<file path="config.mk">
export PLATFORM = sky130hd
export DESIGN_NAME = paletteOut
export DESIGN_NICKNAME = d
export VERILOG_FILES = /design/src/hdl/exerionPkg.sv /design/src/hdl/paletteOut.sv
export SDC_FILE = /design/constraint.sdc
export NUM_CORES = 1
export LEC_CHECK = 0
export ABC_AREA = 0
export BUFFER_PORTS_ARGS = -buffer_cell sky130_fd_sc_hd__buf_2
export CORE_MARGIN = 8
export CORE_UTILIZATION = 30
export DETAILED_ROUTE_END_ITERATION = 6
export HOLD_SLACK_MARGIN = 0.06
export PLACE_DENSITY = 0.55
export SLEW_MARGIN = 25
export SYNTH_ARGS = -nofsm -noshare
export SYNTH_HDL_FRONTEND = slang
export SYNTH_SLANG_ARGS = --single-unit
</file>
<file path="constraint.sdc">
create_clock -name clk2_6MHZ -period 2.7 [get_ports clk2_6MHZ]
set_clock_uncertainty 0.05 [all_clocks]
set_input_delay 0.27 -clock clk2_6MHZ [delete_from_list [all_inputs] [get_ports clk2_6MHZ]]
set_output_delay 0.27 -clock clk2_6MHZ [all_outputs]
set_load 0.05 [all_outputs]
</file>
<file path="src/hdl/exerionPkg.sv">
`default_nettype none

package exerionPkg;

	// ============================================================
	// video timing
	// ============================================================
	localparam int hBits = 9;
	localparam int vBits = 8;

	localparam logic [hBits-1:0] hStart = 9'd88;   // line starts here after wrap
	localparam logic [hBits-1:0] hLast  = 9'd511;

	localparam logic [hBits-1:0] hBlankLo = 9'd90;  // visible from 90
	localparam logic [hBits-1:0] hBlankHi = 9'd437; // through 437
	localparam logic [vBits-1:0] vBlankLo = 8'd16;
	localparam logic [vBits-1:0] vBlankHi = 8'd239;

	localparam logic [hBits-1:0] hSyncFirst = 9'd464; // active high pulse
	localparam logic [hBits-1:0] hSyncLast  = 9'd479;
	localparam logic [vBits-1:0] vSyncFirst = 8'd248; // active low pulse
	localparam logic [vBits-1:0] vSyncLast  = 8'd251;

	// counter value to rgb
	localparam int pixelLatency = 5;

	// ============================================================
	// memories and address maps
	// ============================================================
	localparam int tileAddrBits = 11;  // 5 row bits, 6 column bits
	localparam int charAddrBits = 13;
	localparam int lookAddrBits = 8;
	localparam int colAddrBits  = 5;

	// download port, 14 bit byte addresses
	localparam logic [13:0] dnCharBase = 14'h0000;
	localparam logic [13:0] dnLookBase = 14'h2000; // low nibble only
	localparam logic [13:0] dnColBase  = 14'h2100; // {blue, green, red}

	// host side
	localparam logic [15:0] hostTileBase = 16'h8000; // up to 0x87FF
	localparam logic [15:0] hostCtrlAddr = 16'hA000;

endpackage

`default_nettype wire

</file>
<file path="src/hdl/paletteOut.sv">
`default_nettype none

module paletteOut import exerionPkg::*; (
	input  wire                   clk2_6MHZ,
	input  wire                   RAMB,
	input  wire                   colWe_i,
	input  wire [colAddrBits-1:0] dnAddr_i,
	input  wire [7:0]             dnData_i,
	input  wire [3:0]             fgColour_i,
	input  wire                   blank_i,
	output logic [2:0]            red_o,
	output logic [2:0]            green_o,
	output logic [1:0]            blue_o
);

	logic [7:0]             colRom [2**colAddrBits];
	logic [colAddrBits-1:0] clrAddr;

	// ============================================================
	// colour prom load
	// ============================================================
	always_ff @(posedge clk2_6MHZ) begin
		if (colWe_i) begin
			colRom[dnAddr_i] <= dnData_i;
		end
	end

	// ============================================================
	// priority and blank
	// ============================================================
	// foreground uses the upper half of the palette,
	// everything else falls back to backdrop entry 0
	always_ff @(posedge clk2_6MHZ or negedge RAMB) begin
		if (!RAMB) begin
			clrAddr <= '0;
		end else if (blank_i) begin
			clrAddr <= '0;
		end else if (fgColour_i != 4'd0) begin
			clrAddr <= {1'b1, fgColour_i};
		end else begin
			clrAddr <= '0; // transparent
		end
	end

	// ============================================================
	// rgb register
	// ============================================================
	always_ff @(posedge clk2_6MHZ or negedge RAMB) begin
		if (!RAMB) begin
			red_o   <= '0;
			green_o <= '0;
			blue_o  <= '0;
		end else begin
			{blue_o, green_o, red_o} <= colRom[clrAddr]; // 2-3-3 packing in the prom
		end
	end

endmodule

`default_nettype wire

</file>
After elaboration in Yosys (flattened, before gate mapping) --
Memory sizes are Yosys's and may differ from the RTL's. A register that Yosys moved wholly into a read port is not among the register bits. Index checks and enable logic that the tools add are counted.
Storage, ports and cells: bits in registers 5, memory bits (writable) 256, input bits 21, output and inout port bits 8, logic and storage cells 8, memories 1
Memory list:
- colRom | words 32, width 8, rd ports 1, clocked after memory_dff 1, wr ports 1, RTL line paletteOut.sv:16 | logic [7:0] colRom [2**colAddrBits];
Operators by class: multiplexer cells 4, reductions and logical operators 2
Operators by type and width (count):
- $mux 5 | 2
- $reduce_bool 4->1 | 1
- $mux 1 | 2
- $logic_not 1->1 | 1

Depth between registers and ports, before layout --
depth in word-level cells 3, mapped depth 5, gate-level depth less buffers 3

Least setup slack after synthesis --
No wires, ideal clock.
kind flip-flop to flip-flop, start point reg clrAddr[2], end point reg blue_o[0] (read register of colRom), setup time 125 ps, arrival time 1991 ps, required time 2525 ps, setup slack 534 ps, cell stages (with the launch flop) 6, path buffers 2, clock period less this slack 2166 ps, cells stage by stage dfrtp_1 clkbuf_1 buf_1 mux4_2 mux4_2 mux2_2
RTL lines:
- start, declared | RTL line paletteOut.sv:17 | logic [colAddrBits-1:0] clrAddr;
- start signal, assigned | RTL line paletteOut.sv:39 | clrAddr <= {1'b1, fgColour_i};
- end, declared | RTL line paletteOut.sv:13 | output logic [1:0] blue_o

==> metrics.txt <==
post-synthesis cell count approximately 430; CTS resizes 0; Post CTS Setup Buffer Count 0; Layout Cells excl Fill between 900 and 1000; placed cells ~920; Ys Warns 0; Crit Reg-Reg Endpoint blue_o[1]; final worst-path cycle share 84.7%; total track usage about 11%; Required @ worst endpoint around 3 ns; Place WS about 0.41 ns; post-synthesis sequential area ratio about four fifths; Initial Util a little under a third; Setup TNS 0 ns; Leak roughly 0.0038 uW; fin util between 30% and 40%; core area between 30000 and 40000 um2; largest net degree at the start of global routing 36; Critical Path End Type flip-flop; clock root cell clkbuf_16; R2R Setup Slk approximately 0.41 ns; Die Wd around 200 um; Routed WL approximately 23000 um; relative slew slack between 50% and 60%; worst slew pin tran between 0.6 and 0.7 ns; DRC 0; clk_lat worst skew between 0.5 and 0.6 ns; DRT iter0 DRCs 272; status complete, no violations; clock transition at the registers of the reported paths approximately 0.060 ns; first-pass GRT wire length 33600 um; Slew Viols, Final 0; height of the chip around 200 um; # setup viols final 0; Worst path max stage delay between 0.5 and 0.6 ns; Syn Nets around 450; ys async rst share about 4.8%; FF/Latch Area about 8000 um2; synthesis-stage register bit count around 270; worst endpoint data arrival time between 2 and 3 ns; Worst Reg-to-Reg Cells 4; layout cells sized above 1 37.5%; Worst setup SP type flip-flop; Rows 67; routed length per placed instance around 23 um; main area contributors after synthesis edfxtp_1, mux4_2, dfrtp_1; Reg2Reg Launch Point clrAddr[0]; drt pass-1 iters 5; Bufs and invs on worst path 1; vias per inst 4.80; max_cap viols 0; Mapped Area about 10000 um2; Hold Buf Count CTS 8; # IOs 29; cell mode on critical path mux4_2; worst IR drop on VDD 0.000585 V; Slowest cell on crit path mux4_2; TritonCTS Sinks about 270; Layout area overhead 18.5%; RSZ-0062 raised after global routing no; crit-path cells buf_12, mux4_2, mux4_2, mux2_2; Max H-tree Level 1; fmax 0.437 GHz; filler cell count in the final layout 3042; nets around 530; Yosys top cell by area edfxtp_1; maximum fanout along the worst path 16; Tmin final between 2 and 2.5 ns; CTS buffer count 27; Worst Setup Slack, final 0.413 ns; number of global-route vias before repair approximately 5000; Synth cell types 17; CTS Buffer Depth 3; Multi-input gate area around 2100 um2; critical path class flip-flop to flip-flop; dpl hpwl 14300 um; worst hold margin 0.167 ns; initial antenna violation count 1; antenna viol nets, final 0; worst min path class input pin to asynchronous set/reset pin; I/O Buffers 28; Final Hold Vio Count 0; Synth top area share about three quarters; via count 4714; Primary FF master, synth edfxtp_1; die area around 40000 um2; Post-synth EDFFs about 260; total power per unit cell area a little over 700 nW/um2; GRT Residual Overflow 0; GP Congestion between 0.7 and 0.8; Avg Cell Area, Syn roughly 24 um2; Crit path max-delay family multiplexers; CTS tree yes
==> routing by layer <==
metal  part of all wire (%)  global-route usage [%]
met1                     43                    15.1
met3                    5.4                    1.92
met2                     49                    18.3
met4                    2.3                    2.68
met5                  0.053                       0
==> synth_stat cells, types with 2 or more instances <==
master,instances
edfxtp_1,256
mux4_2,80
nor2_1,34
dfrtp_1,13
mux2_2,8
buf_1,7
buf_4,6
clkbuf_1,5
nand3b_1,5
nor2b_1,4
or3b_2,3
nand3_1,2
==> kinds of logic (layout without fill, tap and decap cells) <==
kind of cell | Yosys count | count (layout) | share of synthesized area, %
flip-flops | 269 | 269 | 78.1
other | 0 | 1 | 0
buffers and inverters | 20 | 125 | 1.04
AND/OR/NAND/NOR | 51 | 51 | 2.37
multiplexers | 88 | 88 | 18.5
==> state kept, by name, indices dropped and copies added (netlist names) <==
register and flops:
blue_o 2, clrAddr 5, colRom 256, green_o 3
red_o 3
==> power breakdown <==
part           total [uW]  internal [uW]  switching [uW]
sequential           4670           4640            32.9
clock                3560           2100            1450
combinational         517            209             309
==> cells in the final DEF (no fill, tap or decap), types with 2 or more instances in the layout <==
cell type      netlist  layout
dfrtp_1             13      11
buf_2                1      28
mux2_2               8       8
nor2_1              34      34
edfxtp_1           256     256
buf_4                6      35
nand3_1              2       2
mux4_2              80      80
buf_12               0       5
clkbuf_1             5       9
clkbuf_8             0       6
nand3b_1             5       5
dlygate4sd3_1        0       8
or3b_2               3       3
clkbuf_16            0      27
clkinv_2             0       4
nor2b_1              4       4
==> final cells by class <==
class | instances | share of cell area [%]
tap | 448 | 4.61
clock inverter | 7 | 0.505
clock buffer | 42 | 6.52
sequential | 269 | 66.0
timing repair buffer | 76 | 4.80
multi-input combinational | 139 | 17.6
antenna | 1 | 0.0206
==> worst max-delay path by stage <==
stage               start  slack (ns)  cells after the start         to
2_1_floorplan  clrAddr[2]        0.53                      5  blue_o[0]
3_3_place_gp   clrAddr[0]        0.38                      4  blue_o[1]
3_5_place_dp   clrAddr[0]        0.41                      4  blue_o[1]
4_1_cts        clrAddr[0]        0.38                      4  blue_o[1]
5_1_grt        clrAddr[0]        0.36                      4  blue_o[1]
6_report       clrAddr[0]        0.41                      4  blue_o[1]
==> worst reg2reg max path: stages, from the launching register on <==
cell and delay (ns):
dfrtp_4 0.51, buf_12 0.20, mux4_2 0.55, mux4_2 0.57, mux2_2 0.29
==> per-stage QoR <==
stage	instance area [um2]	power, uW
floorplan	10300	5050
global placement	11200	5270
detailed placement	11200	5280
CTS	12100	8840
global route	12100	9000
finish	12200	8740
Note: power is estimated with default switching activity, not from simulation.
