--- src/hdl/exerionPkg.sv ---
`default_nettype none

package exerionPkg;

	// ============================================================
	// video timing
	// ============================================================
	localparam int hBits = 9;
	localparam int vBits = 8;

	localparam logic [hBits-1:0] hStart = 9'd88;   // line starts here after wrap
	localparam logic [hBits-1:0] hLast  = 9'd511;

	localparam logic [hBits-1:0] hBlankLo = 9'd90;  // visible from 90
	localparam logic [hBits-1:0] hBlankHi = 9'd437; // through 437
	localparam logic [vBits-1:0] vBlankLo = 8'd16;
	localparam logic [vBits-1:0] vBlankHi = 8'd239;

	localparam logic [hBits-1:0] hSyncFirst = 9'd464; // active high pulse
	localparam logic [hBits-1:0] hSyncLast  = 9'd479;
	localparam logic [vBits-1:0] vSyncFirst = 8'd248; // active low pulse
	localparam logic [vBits-1:0] vSyncLast  = 8'd251;

	// counter value to rgb
	localparam int pixelLatency = 5;

	// ============================================================
	// memories and address maps
	// ============================================================
	localparam int tileAddrBits = 11;  // 5 row bits, 6 column bits
	localparam int charAddrBits = 13;
	localparam int lookAddrBits = 8;
	localparam int colAddrBits  = 5;

	// download port, 14 bit byte addresses
	localparam logic [13:0] dnCharBase = 14'h0000;
	localparam logic [13:0] dnLookBase = 14'h2000; // low nibble only
	localparam logic [13:0] dnColBase  = 14'h2100; // {blue, green, red}

	// host side
	localparam logic [15:0] hostTileBase = 16'h8000; // up to 0x87FF
	localparam logic [15:0] hostCtrlAddr = 16'hA000;

endpackage

`default_nettype wire

--- src/hdl/hostDecode.sv ---
`default_nettype none

module hostDecode import exerionPkg::*; (
	input  wire        clk2_6MHZ,
	input  wire        RAMB,
	input  wire [15:0] hostAddr_i,
	input  wire [7:0]  hostData_i,
	input  wire        hostWr_i,
	input  wire [13:0] dnAddr_i,
	input  wire        dnWr_i,
	output logic       tileWe_o,
	output logic       charWe_o,
	output logic       lookWe_o,
	output logic       colWe_o,
	output logic [1:0] lookBank_o,
	output logic       charBank_o
);

	logic ctrlWr;

	// ============================================================
	// host side
	// ============================================================
	// 2 KB window at 0x8000
	assign tileWe_o = hostWr_i &&
		(hostAddr_i[15:tileAddrBits] == hostTileBase[15:tileAddrBits]);
	assign ctrlWr = hostWr_i && (hostAddr_i == hostCtrlAddr); // full decode

	// control latch
	always_ff @(posedge clk2_6MHZ or negedge RAMB) begin
		if (!RAMB) begin
			lookBank_o <= '0;
			charBank_o <= 1'b0;
		end else if (ctrlWr) begin
			lookBank_o <= hostData_i[2:1]; // lookup prom A7:A6
			charBank_o <= hostData_i[3];   // char rom A12
		end
	end

	// ============================================================
	// download regions
	// ============================================================
	assign charWe_o = dnWr_i &&
		(dnAddr_i[13:charAddrBits] == dnCharBase[13:charAddrBits]);
	assign lookWe_o = dnWr_i &&
		(dnAddr_i[13:lookAddrBits] == dnLookBase[13:lookAddrBits]);
	assign colWe_o = dnWr_i &&
		(dnAddr_i[13:colAddrBits] == dnColBase[13:colAddrBits]); // 0x2100..0x211F

endmodule

`default_nettype wire

--- config.mk ---
export PLATFORM = sky130hd
export DESIGN_NAME = hostDecode
export DESIGN_NICKNAME = d
export VERILOG_FILES = /design/src/hdl/exerionPkg.sv /design/src/hdl/hostDecode.sv
export SDC_FILE = /design/constraint.sdc
export NUM_CORES = 1
export LEC_CHECK = 0
export BUFFER_PORTS_ARGS = -buffer_cell sky130_fd_sc_hd__buf_2
export CELL_PAD_IN_SITES_DETAIL_PLACEMENT = 1
export CELL_PAD_IN_SITES_GLOBAL_PLACEMENT = 1
export CORE_MARGIN = 5
export CORE_UTILIZATION = 10
export CTS_CLUSTER_DIAMETER = 50
export DETAILED_ROUTE_END_ITERATION = 7
export HOLD_SLACK_MARGIN = 0.1
export MAX_ROUTING_LAYER = met4
export PLACE_DENSITY_LB_ADDON = 0.1
export RECOVER_POWER = 25
export REMOVE_ABC_BUFFERS = 1
export SLEW_MARGIN = 10
export SYNTH_ARGS = -nofsm -noshare
export SYNTH_HDL_FRONTEND = slang
export SYNTH_SLANG_ARGS = --single-unit
--- constraint.sdc ---
create_clock -name clk2_6MHZ -period 0.8 [get_ports clk2_6MHZ]
set_input_delay 0.04 -clock clk2_6MHZ [delete_from_list [all_inputs] [get_ports clk2_6MHZ]]
set_output_delay 0.04 -clock clk2_6MHZ [all_outputs]
set_load 0.03 [all_outputs]
# == Word level (Yosys, flattened, before mapping) ==
# Cells that the tools add are included.
# op_classes
bitwise_logic,1
n_eq_ne,4
reduce_logical,5
# ops
operator,n
"equality test 16 bit, second input constant",1
"equality test 9 bit, second input constant",1
"equality test 6 bit, second input constant",1
"equality test 5 bit, second input constant",1
logical AND 1 bit,5
inverter 1 bit,1
# word_totals
ff_bits,3

# == Depth between registers and ports, before layout ==
# depth
ltp_word,2
depth_mapped,4
mapped_depth_nobuf,4

# == Worst setup path after synthesis ==
# No wires, ideal clock.
# synth_timing
path_kind,input -> output
start,input dnAddr_i[9]
end,output colWe_o
slack_ns,-0.612
stages,3
t_arrival_ns,1.372
path_cell_list,nor4_1 > nand3_1 > nor4_1
# synth_via
elab_chain_cells,2
# synth_rtl
element,line_no,source
from (decl),hostDecode.sv:9,"input wire [13:0] dnAddr_i,"
equality test 9 bit,hostDecode.sv:48,(dnAddr_i[13:colAddrBits] == dnColBase[13:colAddrBits]);
logical AND 1 bit,hostDecode.sv:47,assign colWe_o = dnWr_i &&
to (decl),hostDecode.sv:14,"output logic colWe_o,"
# Every way passes these cells.

# == Worst setup path in the final report ==
# layout_timing
start,input hostAddr_i[14]
end,register charBank_o
# layout_via
elab_chain_cells,2
# layout_rtl
element,line_no,source
from (decl),hostDecode.sv:6,"input wire [15:0] hostAddr_i,"
equality test 16 bit,hostDecode.sv:27,assign ctrlWr = hostWr_i && (hostAddr_i == hostCtrlAddr);
logical AND 1 bit,hostDecode.sv:27,
to (signal assigned),hostDecode.sv:36,charBank_o <= hostData_i[3];
to (decl),hostDecode.sv:16,output logic charBank_o
# Every way passes these cells.
# A chain may end at the register's enable or synchronous reset.

==> out/summary.txt <==
Most used DFF post-synth: dfrtp_1
CTS H-tree depth: 1
GRT Util Overall: 6.69%
top-level I/O count: 49
Core Region: 0.00192 mm^2
via count: 340
# hold bufs at CTS: 1
proportion of layout cells with a drive suffix above 1: 83.1%
Sink Count: 3
cell area after synthesis: 199 um^2
area share of the largest cell type after synthesis: 37.7%
worst vdd ir: 337 uV
Root Buffer: clkbuf_4
vias per cell: 3.70
largest net degree at the start of global routing: 4
Die Height: 54.6 um
Register-to-Register Path Depth: 1
failing checks: setup timing
initial antenna violation count: 0
Synth async-reset ratio: 100%
unrepaired setup endpoints after global routing: true
ant diodes: 0
Die X: 54.6 um
commonest cells in the synthesized netlist: nor4_1, dfrtp_1, mux2_2
synthesized instance count: 20
required time worst endpoint: 0.91 ns
Synth area leader: dfrtp_1
Post-DRT Antenna Nets: 0
Seq/Total Area, Yosys: 37.7%
number of flops mapped to enable cells by yosys: 0
synthesized area per cell: 9.95 um^2
area of the multi-input gates: 189 um^2
number of max-cap violations: 0
CP Max Fanout: 3
later-pin clock latency in the skew report: 0.23 ns
layout filler cell count: 243
Psw: 0.126 mW
Area contributors post-synth: dfrtp_1, mux2_2, nor4_1
residual DRC count: 0
worst setup path class: in2reg
Ys Warns: 0
GR peak layer: met2
post-route setup TNS: -1.23 ns
First-pass DRT Iterations: 1
# port buffers: 38
status: finished with violations
max_slew headroom: 83.8%
clock transition at the registers of the reported paths: 0.03 ns
most frequent cell after synthesis: nor4_1
Post-CTS Setup Repair Bufs: 0
die footprint: 0.00298 mm^2
Starting DRT DRC Count: 0
Worst Clk Skew: 0 ns
final wirelength: 1.02 mm
Internal Power: 0.423 mW
M1 GR Usage: 5.50%
area delta synth->final: 197%
period utilization: 132%
Inserted Clock Buffers: 3
GRT overflow: 0
Slew @ Worst Pin: 0.239 ns
Synth Register Bits: 3
CTS max path bufs: 2
fin nets: 108
WP data arrival: 1.17 ns
Fin Hold WS: 0.0476 ns
Hold Violations, Final: 0
Core Rows: 16
Routed WL per cell: 11.1 um
crit path capture type: flop
M2 GR Usage: 12.0%
met3 usage: 1.63%
Initial Util: 10.4%
kind of start point of the critical path: input pin
Hold Path Class: in2reg
minimum clock period: 1.06 ns
Overall Power: 0.549 mW
Sw Ratio: 22.9%
combinational power share: 25.4%
register share of total power: 27.9%
Pleak: 0.275 nW
Achievable Freq: 945 MHz
GPL Wtd Cong: 0.646
Setup WS post-layout: -0.259 ns
hold path cells: 2
vias in the first global route: 355
clock power share: 46.7%
endpoints failing setup: 6
Final Max Tran Viols: 0
Register Area: 75.1 um^2
Unique masters post-synth: 11
CTS tree: yes
global-route wire length before repair: 1.32 mm
pwr dens: 929 mW/mm^2
==> final timing paths <==
| path | from | to | slack (ns) |
|---|---|---|---|
| max | hostAddr_i[14] | charBank_o | -0.26 |
| min | hostData_i[3] | charBank_o | 0.05 |
| max reg2reg | lookBank_o[1] | lookBank_o[1] | 0.03 |
| min reg2reg | charBank_o | charBank_o | 0.53 |
| max in group asynchronous | RAMB | lookBank_o[1] | 0.49 |
| min in group asynchronous | RAMB | lookBank_o[0] | 0.16 |
==> per-stage QoR <==
stage | std cells | utilization [%] | setup slack (ns) | cell area, um^2
2_1_floorplan | 20 | - | -0.612 | 199
3_3_place_gp | 87 | 22.8 | -0.508 | 438
3_5_place_dp | 87 | 22.8 | -0.518 | 438
4_1_cts | 92 | 28.5 | -0.233 | 548
5_1_grt | 92 | 30.7 | -0.280 | 591
6_report | 92 | 30.7 | -0.259 | 591
==> layout by cell type, fill, tap and decap left out, types with 2 or more instances in the layout <==
cell      instances
buf_4             3
mux2_4            3
dfrtp_1           3
nor4_2            3
buf_6             8
buf_2            28
clkbuf_1          2
nor2_4            3
clkbuf_4          3
==> layout make-up <==
| type | instances | area share [%] |
|---|---|---|
| Timing Repair Buffer | 41 | 45.1 |
| Tap cell | 27 | 5.72 |
| Sequential cell | 3 | 12.7 |
| Clock buffer | 4 | 4.45 |
| Multi-Input combinational cell | 17 | 32.0 |
==> state kept, by name, summed over array words and instances, names as in the netlist <==
signal	cells
charBank_o	1
lookBank_o	2
==> timing repair <==
item                                    in CTS  in global routing
hold endpoints to repair                     6                  3
endpoints found under the setup margin       9                  9
resized for setup                           19                  8
pin swaps                                    3                  3
==> critical path, stage by stage <==
cell and delay [ns]:
buf_6 0.09, or4_4 0.56, nor2_4 0.16, mux2_4 0.31
==> per-layer routing <==
layer  up-vias  part of all wire (%)
met5         -                     0
met4         0                     0
met3         0                   8.3
met2        18                    64
met1       156                    28
li1        166                     -
==> power by group through the flow <==
stage	Sequential (mW)	Combinational, mW	Clock [mW]
detailed placement	0.155	0.105	0
finish	0.153	0.140	0.256
global route	0.153	0.151	0.280
CTS	0.153	0.123	0.274
global placement	0.155	0.104	0
floorplan	0.155	0.0196	0
==> logic make-up (layout without fill, tap and decap cells) <==
family / after synthesis / count (layout) / synth area share (%)
buffers and inverters: 0 / 45 / 0
muxes: 3 / 3 / 17.0
DFF: 3 / 3 / 37.7
and+or+nand+nor: 14 / 14 / 45.3
(Power assumes the default switching activity.)
