**src/hdl/exerionPkg.sv**
```systemverilog
`default_nettype none

package exerionPkg;

	// ============================================================
	// video timing
	// ============================================================
	localparam int hBits = 9;
	localparam int vBits = 8;

	localparam logic [hBits-1:0] hStart = 9'd88;   // line starts here after wrap
	localparam logic [hBits-1:0] hLast  = 9'd511;

	localparam logic [hBits-1:0] hBlankLo = 9'd90;  // visible from 90
	localparam logic [hBits-1:0] hBlankHi = 9'd437; // through 437
	localparam logic [vBits-1:0] vBlankLo = 8'd16;
	localparam logic [vBits-1:0] vBlankHi = 8'd239;

	localparam logic [hBits-1:0] hSyncFirst = 9'd464; // active high pulse
	localparam logic [hBits-1:0] hSyncLast  = 9'd479;
	localparam logic [vBits-1:0] vSyncFirst = 8'd248; // active low pulse
	localparam logic [vBits-1:0] vSyncLast  = 8'd251;

	// counter value to rgb
	localparam int pixelLatency = 5;

	// ============================================================
	// memories and address maps
	// ============================================================
	localparam int tileAddrBits = 11;  // 5 row bits, 6 column bits
	localparam int charAddrBits = 13;
	localparam int lookAddrBits = 8;
	localparam int colAddrBits  = 5;

	// download port, 14 bit byte addresses
	localparam logic [13:0] dnCharBase = 14'h0000;
	localparam logic [13:0] dnLookBase = 14'h2000; // low nibble only
	localparam logic [13:0] dnColBase  = 14'h2100; // {blue, green, red}

	// host side
	localparam logic [15:0] hostTileBase = 16'h8000; // up to 0x87FF
	localparam logic [15:0] hostCtrlAddr = 16'hA000;

endpackage

`default_nettype wire

```
**src/hdl/videoTiming.sv**
```systemverilog
`default_nettype none

module videoTiming import exerionPkg::*; (
	input  wire              clk2_6MHZ,
	input  wire              RAMB,
	output logic [hBits-1:0] pixH_o,
	output logic [vBits-1:0] pixV_o,
	output logic             blank_o,
	output logic             hSync_o,
	output logic             vSync_o,
	output logic             hBlank_o,
	output logic             vBlank_o
);

	logic hBlankNow;
	logic vBlankNow;
	logic hSyncNow;
	logic vSyncNow;

	// bit i holds the decode from i+1 cycles back
	logic [pixelLatency-1:0] hBlankDly;
	logic [pixelLatency-1:0] vBlankDly;
	logic [pixelLatency-1:0] hSyncDly;
	logic [pixelLatency-1:0] vSyncDly;

	// ============================================================
	// pixel counters
	// ============================================================
	// 88..511 gives 424 clocks per line, 256 lines per frame
	always_ff @(posedge clk2_6MHZ or negedge RAMB) begin
		if (!RAMB) begin
			pixH_o <= hStart;
			pixV_o <= '0;
		end else if (pixH_o == hLast) begin
			pixH_o <= hStart;
			pixV_o <= pixV_o + 1'b1; // wraps 255 to 0
		end else begin
			pixH_o <= pixH_o + 1'b1;
		end
	end

	// decodes of the current counter position
	assign hBlankNow = (pixH_o < hBlankLo) || (pixH_o > hBlankHi);
	assign vBlankNow = (pixV_o < vBlankLo) || (pixV_o > vBlankHi);
	assign hSyncNow  = (pixH_o >= hSyncFirst) && (pixH_o <= hSyncLast);
	assign vSyncNow  = !((pixV_o >= vSyncFirst) && (pixV_o <= vSyncLast));

	// ============================================================
	// delay line to match the pixel pipeline
	// ============================================================
	always_ff @(posedge clk2_6MHZ or negedge RAMB) begin
		if (!RAMB) begin
			// what (hStart, 0) decodes to
			hBlankDly <= '1;
			vBlankDly <= '1;
			hSyncDly  <= '0;
			vSyncDly  <= '1;
		end else begin
			hBlankDly <= {hBlankDly[pixelLatency-2:0], hBlankNow};
			vBlankDly <= {vBlankDly[pixelLatency-2:0], vBlankNow};
			hSyncDly  <= {hSyncDly[pixelLatency-2:0], hSyncNow};
			vSyncDly  <= {vSyncDly[pixelLatency-2:0], vSyncNow};
		end
	end

	// priority register samples fgColour three clocks after its position,
	// so it wants the blank from three clocks back
	assign blank_o = hBlankDly[pixelLatency-3] | vBlankDly[pixelLatency-3];

	// leave together with the rgb of the same pixel
	assign hBlank_o = hBlankDly[pixelLatency-1];
	assign vBlank_o = vBlankDly[pixelLatency-1];
	assign hSync_o  = hSyncDly[pixelLatency-1];
	assign vSync_o  = vSyncDly[pixelLatency-1];

endmodule

`default_nettype wire

```
**config.mk**
```make
export PLATFORM = sky130hd
export DESIGN_NAME = videoTiming
export DESIGN_NICKNAME = d
export VERILOG_FILES = /design/src/hdl/exerionPkg.sv /design/src/hdl/videoTiming.sv
export SDC_FILE = /design/constraint.sdc
export NUM_CORES = 1
export LEC_CHECK = 0
export BUFFER_PORTS_ARGS = -buffer_cell sky130_fd_sc_hd__buf_4
export CORE_MARGIN = 4
export CORE_UTILIZATION = 35
export DETAILED_ROUTE_END_ITERATION = 10
export SLEW_MARGIN = 20
export SYNTH_ARGS = -nofsm -noshare
export SYNTH_HDL_FRONTEND = slang
export SYNTH_SLANG_ARGS = --single-unit
```
**constraint.sdc**
```tcl
create_clock -name clk2_6MHZ -period 5 [get_ports clk2_6MHZ]
set_input_delay 0.5 -clock clk2_6MHZ [delete_from_list [all_inputs] [get_ports clk2_6MHZ]]
set_output_delay 0.5 -clock clk2_6MHZ [all_outputs]
set_load 0.02 [all_outputs]
```
=== After elaboration in Yosys (flattened, before gate mapping) ===
Index checks and enable logic that the tools add are counted.
W data, S select, Z words.

* Flip-flop bits (word level): 37
* Output and inout bits: 22
* Word-level logic and storage cells: 24

* $add $sub $neg: 2
* $lt $le $gt $ge: 8
* Equal/unequal tests: 1
* Multiplexer cells: 1
* Bitwise logic cells: 1
* Reductions and logical operators: 5

{| class="wikitable"
|+ Operators by type and width
! cell !! count
|-
| $add A9 B1 Y9 const B || 1
|-
| $eq A9 B9 Y1 const B || 1
|-
| $ge A9 B9 Y1 const B || 1
|-
| $gt A9 B9 Y1 const B || 1
|-
| $le A9 B9 Y1 const B || 1
|-
| $lt A9 B7 Y1 const B || 1
|-
| $mux W9 || 1
|-
| $add A8 B1 Y8 const B || 1
|-
| $ge A8 B8 Y1 const B || 1
|-
| $gt A8 B8 Y1 const B || 1
|-
| $le A8 B8 Y1 const B || 1
|-
| $lt A8 B5 Y1 const B || 1
|-
| $logic_and A1 B1 Y1 || 2
|-
| $logic_or A1 B1 Y1 || 2
|-
| $logic_not A1 Y1 || 1
|-
| $or A1 B1 Y1 || 1
|}

=== Depth between registers and ports, before layout ===
Gate-level depths: netlist of run 1.

* Word-level depth: 3
* Depth in mapped cells: 7
* Depth with buffers taken out: 7

=== Worst setup path after synthesis of run 1 ===
OpenSTA, ideal clock, no wires.

* Kind: reg-to-reg
* Start: reg pixH_o[1]
* End: reg pixH_o[7]
* Arrival: 1.816 ns
* Required time: 4.873 ns
* Path slack: 3.057 ns
* Cell stages (with the launch flop): 7
* Path buffers: 0
* Path through: dfrtp_1 > ha_1 > nand3_1 > nor3_1 > ha_1 > and2b_2 > mux2_1

* Cells in the longest elaborated chain, start to end: 2
* Elaborated cells between the ends (all ways): 3

{| class="wikitable"
|+ RTL lines
! what !! RTL line !! source
|-
| from (decl) || videoTiming.sv:6 || <nowiki>output logic [hBits-1:0] pixH_o,</nowiki>
|-
| from (signal assigned) || videoTiming.sv:32 || <nowiki>pixH_o <= hStart;</nowiki>
|-
| from (signal assigned) || videoTiming.sv:35 || <nowiki>pixH_o <= hStart;</nowiki>
|-
| from (signal assigned) || videoTiming.sv:38 || <nowiki>pixH_o <= pixH_o + 1'b1;</nowiki>
|-
| $add A9 B1 Y9 or $eq A9 B9 Y1 (tied branches) || videoTiming.sv:38, videoTiming.sv:34 ||
|-
| $mux W9 * || videoTiming.sv:34 || <nowiki>end else if (pixH_o == hLast) begin</nowiki>
|}

Mark *: on every way between the ends. The rest lies on a longest branch, timed or not.
A chain may end at the register's enable or synchronous reset.

=== Worst setup path after layout of run 1 ===
* Start: reg pixH_o[0]
* End: reg pixV_o[7]

* Cells in the longest elaborated chain, start to end: 1

{| class="wikitable"
|+ RTL lines
! what !! RTL line !! source
|-
| $eq A9 B9 Y1 || videoTiming.sv:34 ||
|-
| to (signal assigned) || videoTiming.sv:36 || <nowiki>pixV_o <= pixV_o + 1'b1;</nowiki>
|-
| to (decl) || videoTiming.sv:7 || <nowiki>output logic [vBits-1:0] pixV_o,</nowiki>
|}

No other way between the ends.

==> qor.txt, run 1 <==
worst-case clock skew = 0.002993 ns
outcome = finished, final reports clean
endpoint of the most critical register-to-register path = pixV_o[7]$_DFFE_PN0P_
relative slew slack = 67.52%
Skew-Pair Late Insertion Delay = 0.28 ns
minimum hold slack = 0.1520 ns
portion of the post-synthesis area used by sequential elements = 67.56%
ys flop type = sky130_fd_sc_hd__dfrtp_1
Core Footprint = 0.003771 mm^2
# rows = 22
Post-synth EDFFs = 0
count of clock tree sinks = 37
cts bufs inserted = 5
number of input and output port buffers inserted = 23
post-cts gate resize count = 0
Final Hold Fails = 0
vertical die dimension = 71.33 um
post-synthesis instance area = 0.001404 mm^2
number of buffers inserted to repair setup after CTS = 0
post-route setup slack = 2.691 ns
fraction of layout instances using a drive strength above 1 = 41.22%
type of the worst min-delay path = primary input to async pin
post-synthesis area per instance = 13.63 um^2
final worst path period share = 46.17%
clock tree from TritonCTS = done
initial standard-cell utilization of the core = 37.23%
post-synthesis async set-or-reset flop share = 100.0%
final number of setup-violating endpoints = 0
final cell count without fillers = 179
maximum count of clock buffers along a single path = 2
DR pass1 iterations = 5
kind of start point of the critical path = register
via count = 866
leakage power figure = 0.8091 nW
data arrival time of the critical path = 2.52 ns
Inst Count DP = 171
final-stage net count = 136
clock-pin slew on the worst setup and hold paths = 0.07 ns
RSZ-0062 raised after global routing = false
fin crit period = 2.309 ns
count of maximum capacitance violations = 0
flip-flop and latch count after synthesis = 37
Worst Setup End Kind = register
transition time of the tightest slew-check pin = 0.4873 ns
total chip power = 0.0005674 W
width of the chip = 71.33 um
maximum fanout count along the critical path = 15
Yosys warning count = 0
area growth from synthesis to final layout = 22.46%
power per cell area = 330.0 mW/mm^2
Post-Syn Instances = 103
Post-Place Worst Slack = 2.684 ns
total count of max-transition violations in the final report = 0
Setup Total Neg Slack = 0 ns
maximum ir drop on the vdd rail = 173.2 uV
Post-DP HPWL = 1608 um
final routed wire length divided by cell count = 13.27 um
Antenna Diode Count = 0
length in cells of the worst reg-to-reg path = 7
FMAX = 0.4331 GHz
syn_nets = 109
number of global-route vias before repair = 908
count of distinct cell types in the synthesized netlist = 30
pin count of the biggest net entering global routing = 38
overall fraction of global-route tracks in use = 10.72%
antenna violations before repair = 0
flop-to-flop setup slack = 2.69 ns
count of nets left with antenna violations after detail routing = 0
H-Tree Level Count = 2
average via count per standard cell = 4.838
startpoint of the lowest-slack register-to-register path = pixH_o[0]$_DFF_PN0_
Root Buffer = sky130_fd_sc_hd__clkbuf_8
First DRT Iteration DRCs = 64
GRT overflow = 0
RePlAce Congestion = 0.7781
hold_buf cts = 0
count of unresolved DRC violations after routing = 0
start-to-end type of the worst setup path = register to register
total routed wirelength = 2376 um
full die area = 0.005088 mm^2
required time at the endpoint of the critical path = 5.21 ns
global-route wire length before repair = 4209 um
number of top-level pins = 24
-- power by group --
| part | switching [W] | leakage, nW | total (W) | internal (W) |
|---|---|---|---|---|
| sequential | 0 | 0.445 | 0.000300 | 0.000300 |
| combinational | 0.00000523 | 0.305 | 0.00000576 | 0.000000529 |
| clock | 0.0000991 | 0.0585 | 0.000262 | 0.000162 |
| total | 0.000104 | 0.809 | 0.000567 | 0.000463 |
-- how the worst max path moves through the flow --
stage,start,to,slack [ns],cells past startpoint
6_report,pixH_o[0]$_DFF_PN0_,pixV_o[7]$_DFFE_PN0P_,2.69,7
5_1_grt,pixH_o[0]$_DFF_PN0_,pixV_o[7]$_DFFE_PN0P_,2.43,7
4_1_cts,pixH_o[0]$_DFF_PN0_,pixV_o[7]$_DFFE_PN0P_,2.64,7
3_5_place_dp,pixH_o[0]$_DFF_PN0_,pixV_o[7]$_DFFE_PN0P_,2.68,7
3_3_place_gp,pixH_o[0]$_DFF_PN0_,pixV_o[7]$_DFFE_PN0P_,2.86,7
2_1_floorplan,pixH_o[1]$_DFF_PN0_,pixH_o[7]$_DFF_PN0_,3.06,6
-- cells by family (layout without fill, tap and decap cells) --
| family | count (synthesis) | count (layout) | share of synthesized area [%] |
|---|---|---|---|
| adders and majority gates | 4 | 4 | 3.565 |
| buffers and inverters | 5 | 33 | 2.941 |
| and+or+nand+nor | 35 | 35 | 13.19 |
| xor gates and xnor gates | 9 | 9 | 5.615 |
| DFF | 37 | 37 | 67.56 |
| AOI/OAI and AO/OA | 11 | 11 | 5.526 |
| muxes | 2 | 2 | 1.604 |
-- placed cells by master (no fill, tap or decap), drive strengths merged, types with 2 or more instances in the layout --
cell type   n
buf        23
dfrtp      19
dfstp      18
nand2       9
nor2        7
clkbuf      7
nand4       6
xnor2       5
xor2        4
ha          4
nor3        3
nand2b      2
a21oi       2
inv         2
or2         2
a211oi      2
mux2        2
-- per-layer routing --
layer	GRT usage (%)	up-vias	wire length, um
li1	-	406	-
met1	13.00	434	1033
met2	16.84	21	1157
met3	3.647	5	143
met4	5.637	0	40
met5	0	-	0
-- synth_stat cells, types with 3 or more instances --
cell type | instances | area, um^2
sky130_fd_sc_hd__ha_1 | 4 | 50.05
sky130_fd_sc_hd__xnor2_1 | 5 | 43.79
sky130_fd_sc_hd__xor2_1 | 4 | 35.03
sky130_fd_sc_hd__nand4_1 | 6 | 37.54
sky130_fd_sc_hd__dfstp_2 | 18 | 473.0
sky130_fd_sc_hd__nor3_1 | 3 | 15.01
sky130_fd_sc_hd__dfrtp_1 | 19 | 475.5
sky130_fd_sc_hd__nor2_1 | 7 | 26.28
sky130_fd_sc_hd__nand2_1 | 9 | 33.78
sky130_fd_sc_hd__buf_6 | 3 | 33.78
-- area by class of cell --
type,instances,area [um^2]
fill,344,2052
sequential,37,948.4
multi-input combinational,61,414.1
timing repair buffer,23,172.7
clock buffer,7,86.33
tap,48,60.06
clock inverter,1,30.03
inverter,2,7.507
-- through the flow --
step / utilization [%] / area, um^2
after CTS: 45.59 / 1719
after detailed placement: 42.50 / 1603
after global routing: 45.59 / 1719
after global placement: 42.50 / 1603
after floorplan: - / 1404
final: 45.59 / 1719
-- critical path, stage by stage (launching register included) --
cell and delay [ns]:
sky130_fd_sc_hd__dfrtp_1 0.46, sky130_fd_sc_hd__ha_1 0.22, sky130_fd_sc_hd__nand3_1 0.17, sky130_fd_sc_hd__nor3_1 0.23, sky130_fd_sc_hd__ha_1 0.49, sky130_fd_sc_hd__nand4_1 0.26, sky130_fd_sc_hd__nor3_1 0.23, sky130_fd_sc_hd__xor2_1 0.17
-- state kept, by name, summed over array words and instances, names as in the netlist --
register,flops
pixV_o,8
pixH_o,9
vBlankDly,5
vSyncDly,5
hSyncDly,5
hBlankDly,5
(Power assumes the default switching activity.)
==> run 2: changes to the inputs <==
- clock period: 5 -> 1.9 ns (I/O delays scaled with it)
==> qor.txt, run 2 (synthesis results as in run 1) <==
clock-pin slew on the worst setup and hold paths = 0.07 ns (about the same)
required time at the endpoint of the critical path = 2.11 ns (-3.10 ns)
Post-Place Worst Slack = 0.1185 ns (-2.566 ns)
largest delay contributor family on the critical path = simple AND/OR/NAND/NOR gates
pin count of the biggest net entering global routing = 38 (unchanged)
fillcell total = 348 (+1.2%)
leakage power figure = 0.8382 nW (+3.6%)
Setup Total Neg Slack = 0 ns (unchanged)
Design Area, Final = 0.001770 mm^2 (+3.0%)
Worst Setup End Kind = register
count of clock tree sinks = 37 (unchanged)
Inst Count DP = 179 (+4.7%)
Core Footprint = 0.003771 mm^2 (unchanged)
Final Hold Fails = 0 (unchanged)
CP Capture Point = pixV_o[5]$_DFFE_PN0P_
full die area = 0.005088 mm^2 (unchanged)
power per cell area = 763.9 mW/mm^2 (+130%)
startpoint of the lowest-slack register-to-register path = pixH_o[3]$_DFF_PN1_
overall fraction of global-route tracks in use = 10.81% (+0.088 points)
cell-by-cell listing of the critical path = nand3_1 > nor3_1 > ha_1 > nand4_1 > nor2_1 > xor2_1
worst-case clock skew = 0.006327 ns (+0.003334 ns)
total count of max-transition violations in the final report = 0 (unchanged)
average via count per standard cell = 4.809 (-0.61%)
area growth from synthesis to final layout = 26.11%
Skew-Pair Late Insertion Delay = 0.28 ns (about the same)
cell count along the critical path = 6 (-1)
final-stage net count = 145 (+6.6%)
count of maximum capacitance violations = 0 (unchanged)
via count = 904 (+4.4%)
initial standard-cell utilization of the core = 37.23% (unchanged)
outcome = finished, final reports clean
post-route setup slack = 0.09547 ns (-2.596 ns)
width of the chip = 71.33 um (unchanged)
count of nets left with antenna violations after detail routing = 0 (unchanged)
global-route wire length before repair = 4229 um (+0.48%)
area of placed instances = 0.001665 mm^2 (+3.9%)
length in cells of the worst reg-to-reg path = 6 (-1)
number of input and output port buffers inserted = 23 (unchanged)
critical path launch point = pixH_o[3]$_DFF_PN1_
Buf+Inv Stages, Crit Path = 0 (unchanged)
maximum fanout count along the critical path = 6 (-9)
count of unresolved DRC violations after routing = 0 (unchanged)
final worst path period share = 94.98% (+49 points)
fraction of layout instances using a drive strength above 1 = 45.71% (+4.5 points)
Post-DP HPWL = 1641 um (+2.1%)
top flop regs = pixH_o: 9 flops, pixV_o: 8 flops
count of cells along the worst hold path = 0
final number of setup-violating endpoints = 0 (unchanged)
endpoint of the most critical register-to-register path = pixV_o[5]$_DFFE_PN0P_
type of the worst min-delay path = register to register
clock tree from TritonCTS = done
most common cell after layout, fill and taps aside = sky130_fd_sc_hd__buf_4
Antenna Diode Count = 0 (unchanged)
commonest non-fill, non-tap cells in the layout = sky130_fd_sc_hd__buf_4, sky130_fd_sc_hd__dfstp_2, sky130_fd_sc_hd__dfrtp_1, sky130_fd_sc_hd__nand2_1, sky130_fd_sc_hd__nor2_1
GRT overflow = 0 (unchanged)
FMAX = 0.5542 GHz (+28%)
data arrival time of the critical path = 2.01 ns (-0.51 ns)
top register by number of flip-flops = pixH_o
relative slew slack = 70.82% (+3.3 points)
cts bufs inserted = 5 (unchanged)
total routed wirelength = 2387 um (+0.46%)
First DRT Iteration DRCs = 62 (-3.1%)
vertical die dimension = 71.33 um (unchanged)
kind of start point of the critical path = register
antenna violations before repair = 0 (unchanged)
fin crit period = 1.805 ns (-0.5042 ns)
start-to-end type of the worst setup path = register to register
Root Buffer = sky130_fd_sc_hd__clkbuf_8
DR pass1 iterations = 4 (-1)
Largest register FFs = 9 (unchanged)
# rows = 22 (unchanged)
number of top-level pins = 24 (unchanged)
slowest stage cell, crit path = sky130_fd_sc_hd__dfstp_2
stage delay of the slowest cell on the critical path = 0.57 ns (+0.08 ns)
RePlAce Congestion = 0.8218 (+5.6%)
final routed wire length divided by cell count = 12.70 um (-4.3%)
flop-to-flop setup slack = 0.1 ns (-2.60 ns)
maximum ir drop on the vdd rail = 473.2 uV (+170%)
maximum count of clock buffers along a single path = 2 (unchanged)
transition time of the tightest slew-check pin = 0.4377 ns (-0.04961 ns)
number of global-route vias before repair = 912 (+0.44%)
final cell count without fillers = 188 (+5.0%)
H-Tree Level Count = 2 (unchanged)
-- run 2: metrics by stage --
stage / utilization [%] / power, W / hold slack, ns
finish: 46.95 / 0.001352 / 0.3477
global route: 46.95 / 0.001425 / 0.3538
CTS: 46.81 / 0.001377 / 0.3497
detailed placement: 44.16 / 0.0008197 / 0.1741
global placement: 44.16 / 0.0008194 / 0.1711
floorplan: - / 0.0008030 / -0.1056
-- run 2: final cells by class --
type | count | area, um^2 | area share [%]
sequential | 37 | 950.9 | 53.71
multi-input combinational | 61 | 419.2 | 23.67
timing repair buffer | 32 | 242.7 | 13.71
clock buffer | 8 | 90.09 | 5.088
tap | 48 | 60.06 | 3.392
inverter | 2 | 7.507 | 0.4240
-- run 2: timing repair --
item	CTS	global route
resized for setup	0	1
hold endpoints to repair	19	0
hold buffers	1	0
endpoints found under the setup margin	0	1
buffers inserted	0	0
-- run 2: how the worst min path moves through the flow --
| stage | endpoint | slack [ns] | startpoint |
|---|---|---|---|
| 6_report | hSyncDly[1]$_DFF_PN0_ | 0.35 | hSyncDly[0]$_DFF_PN0_ |
| 3_5_place_dp | hSyncDly[1]$_DFF_PN0_ | 0.17 | RAMB |
| 5_1_grt | hSyncDly[1]$_DFF_PN0_ | 0.35 | hSyncDly[0]$_DFF_PN0_ |
| 3_3_place_gp | pixH_o[5]$_DFF_PN0_ | 0.17 | RAMB |
| 2_1_floorplan | hSyncDly[0]$_DFF_PN0_ | -0.11 | RAMB |
| 4_1_cts | hSyncDly[1]$_DFF_PN0_ | 0.35 | hSyncDly[0]$_DFF_PN0_ |
-- run 2: metal layers --
layer	up-vias	part of all wire (%)	GRT usage (%)	routed length, um
li1	427	-	-	-
met1	442	42	12.29	1000
met2	28	49	16.94	1159
met3	7	7.4	5.470	177
met4	0	2.1	5.010	50
met5	-	0	0	0
-- run 2: power by group --
part            total, W  switching, W  leakage (nW)  internal (W)
Combinational  0.0000167     0.0000139         0.349    0.00000273
Sequential      0.000790             0         0.443      0.000790
Clock           0.000546      0.000251        0.0455      0.000295
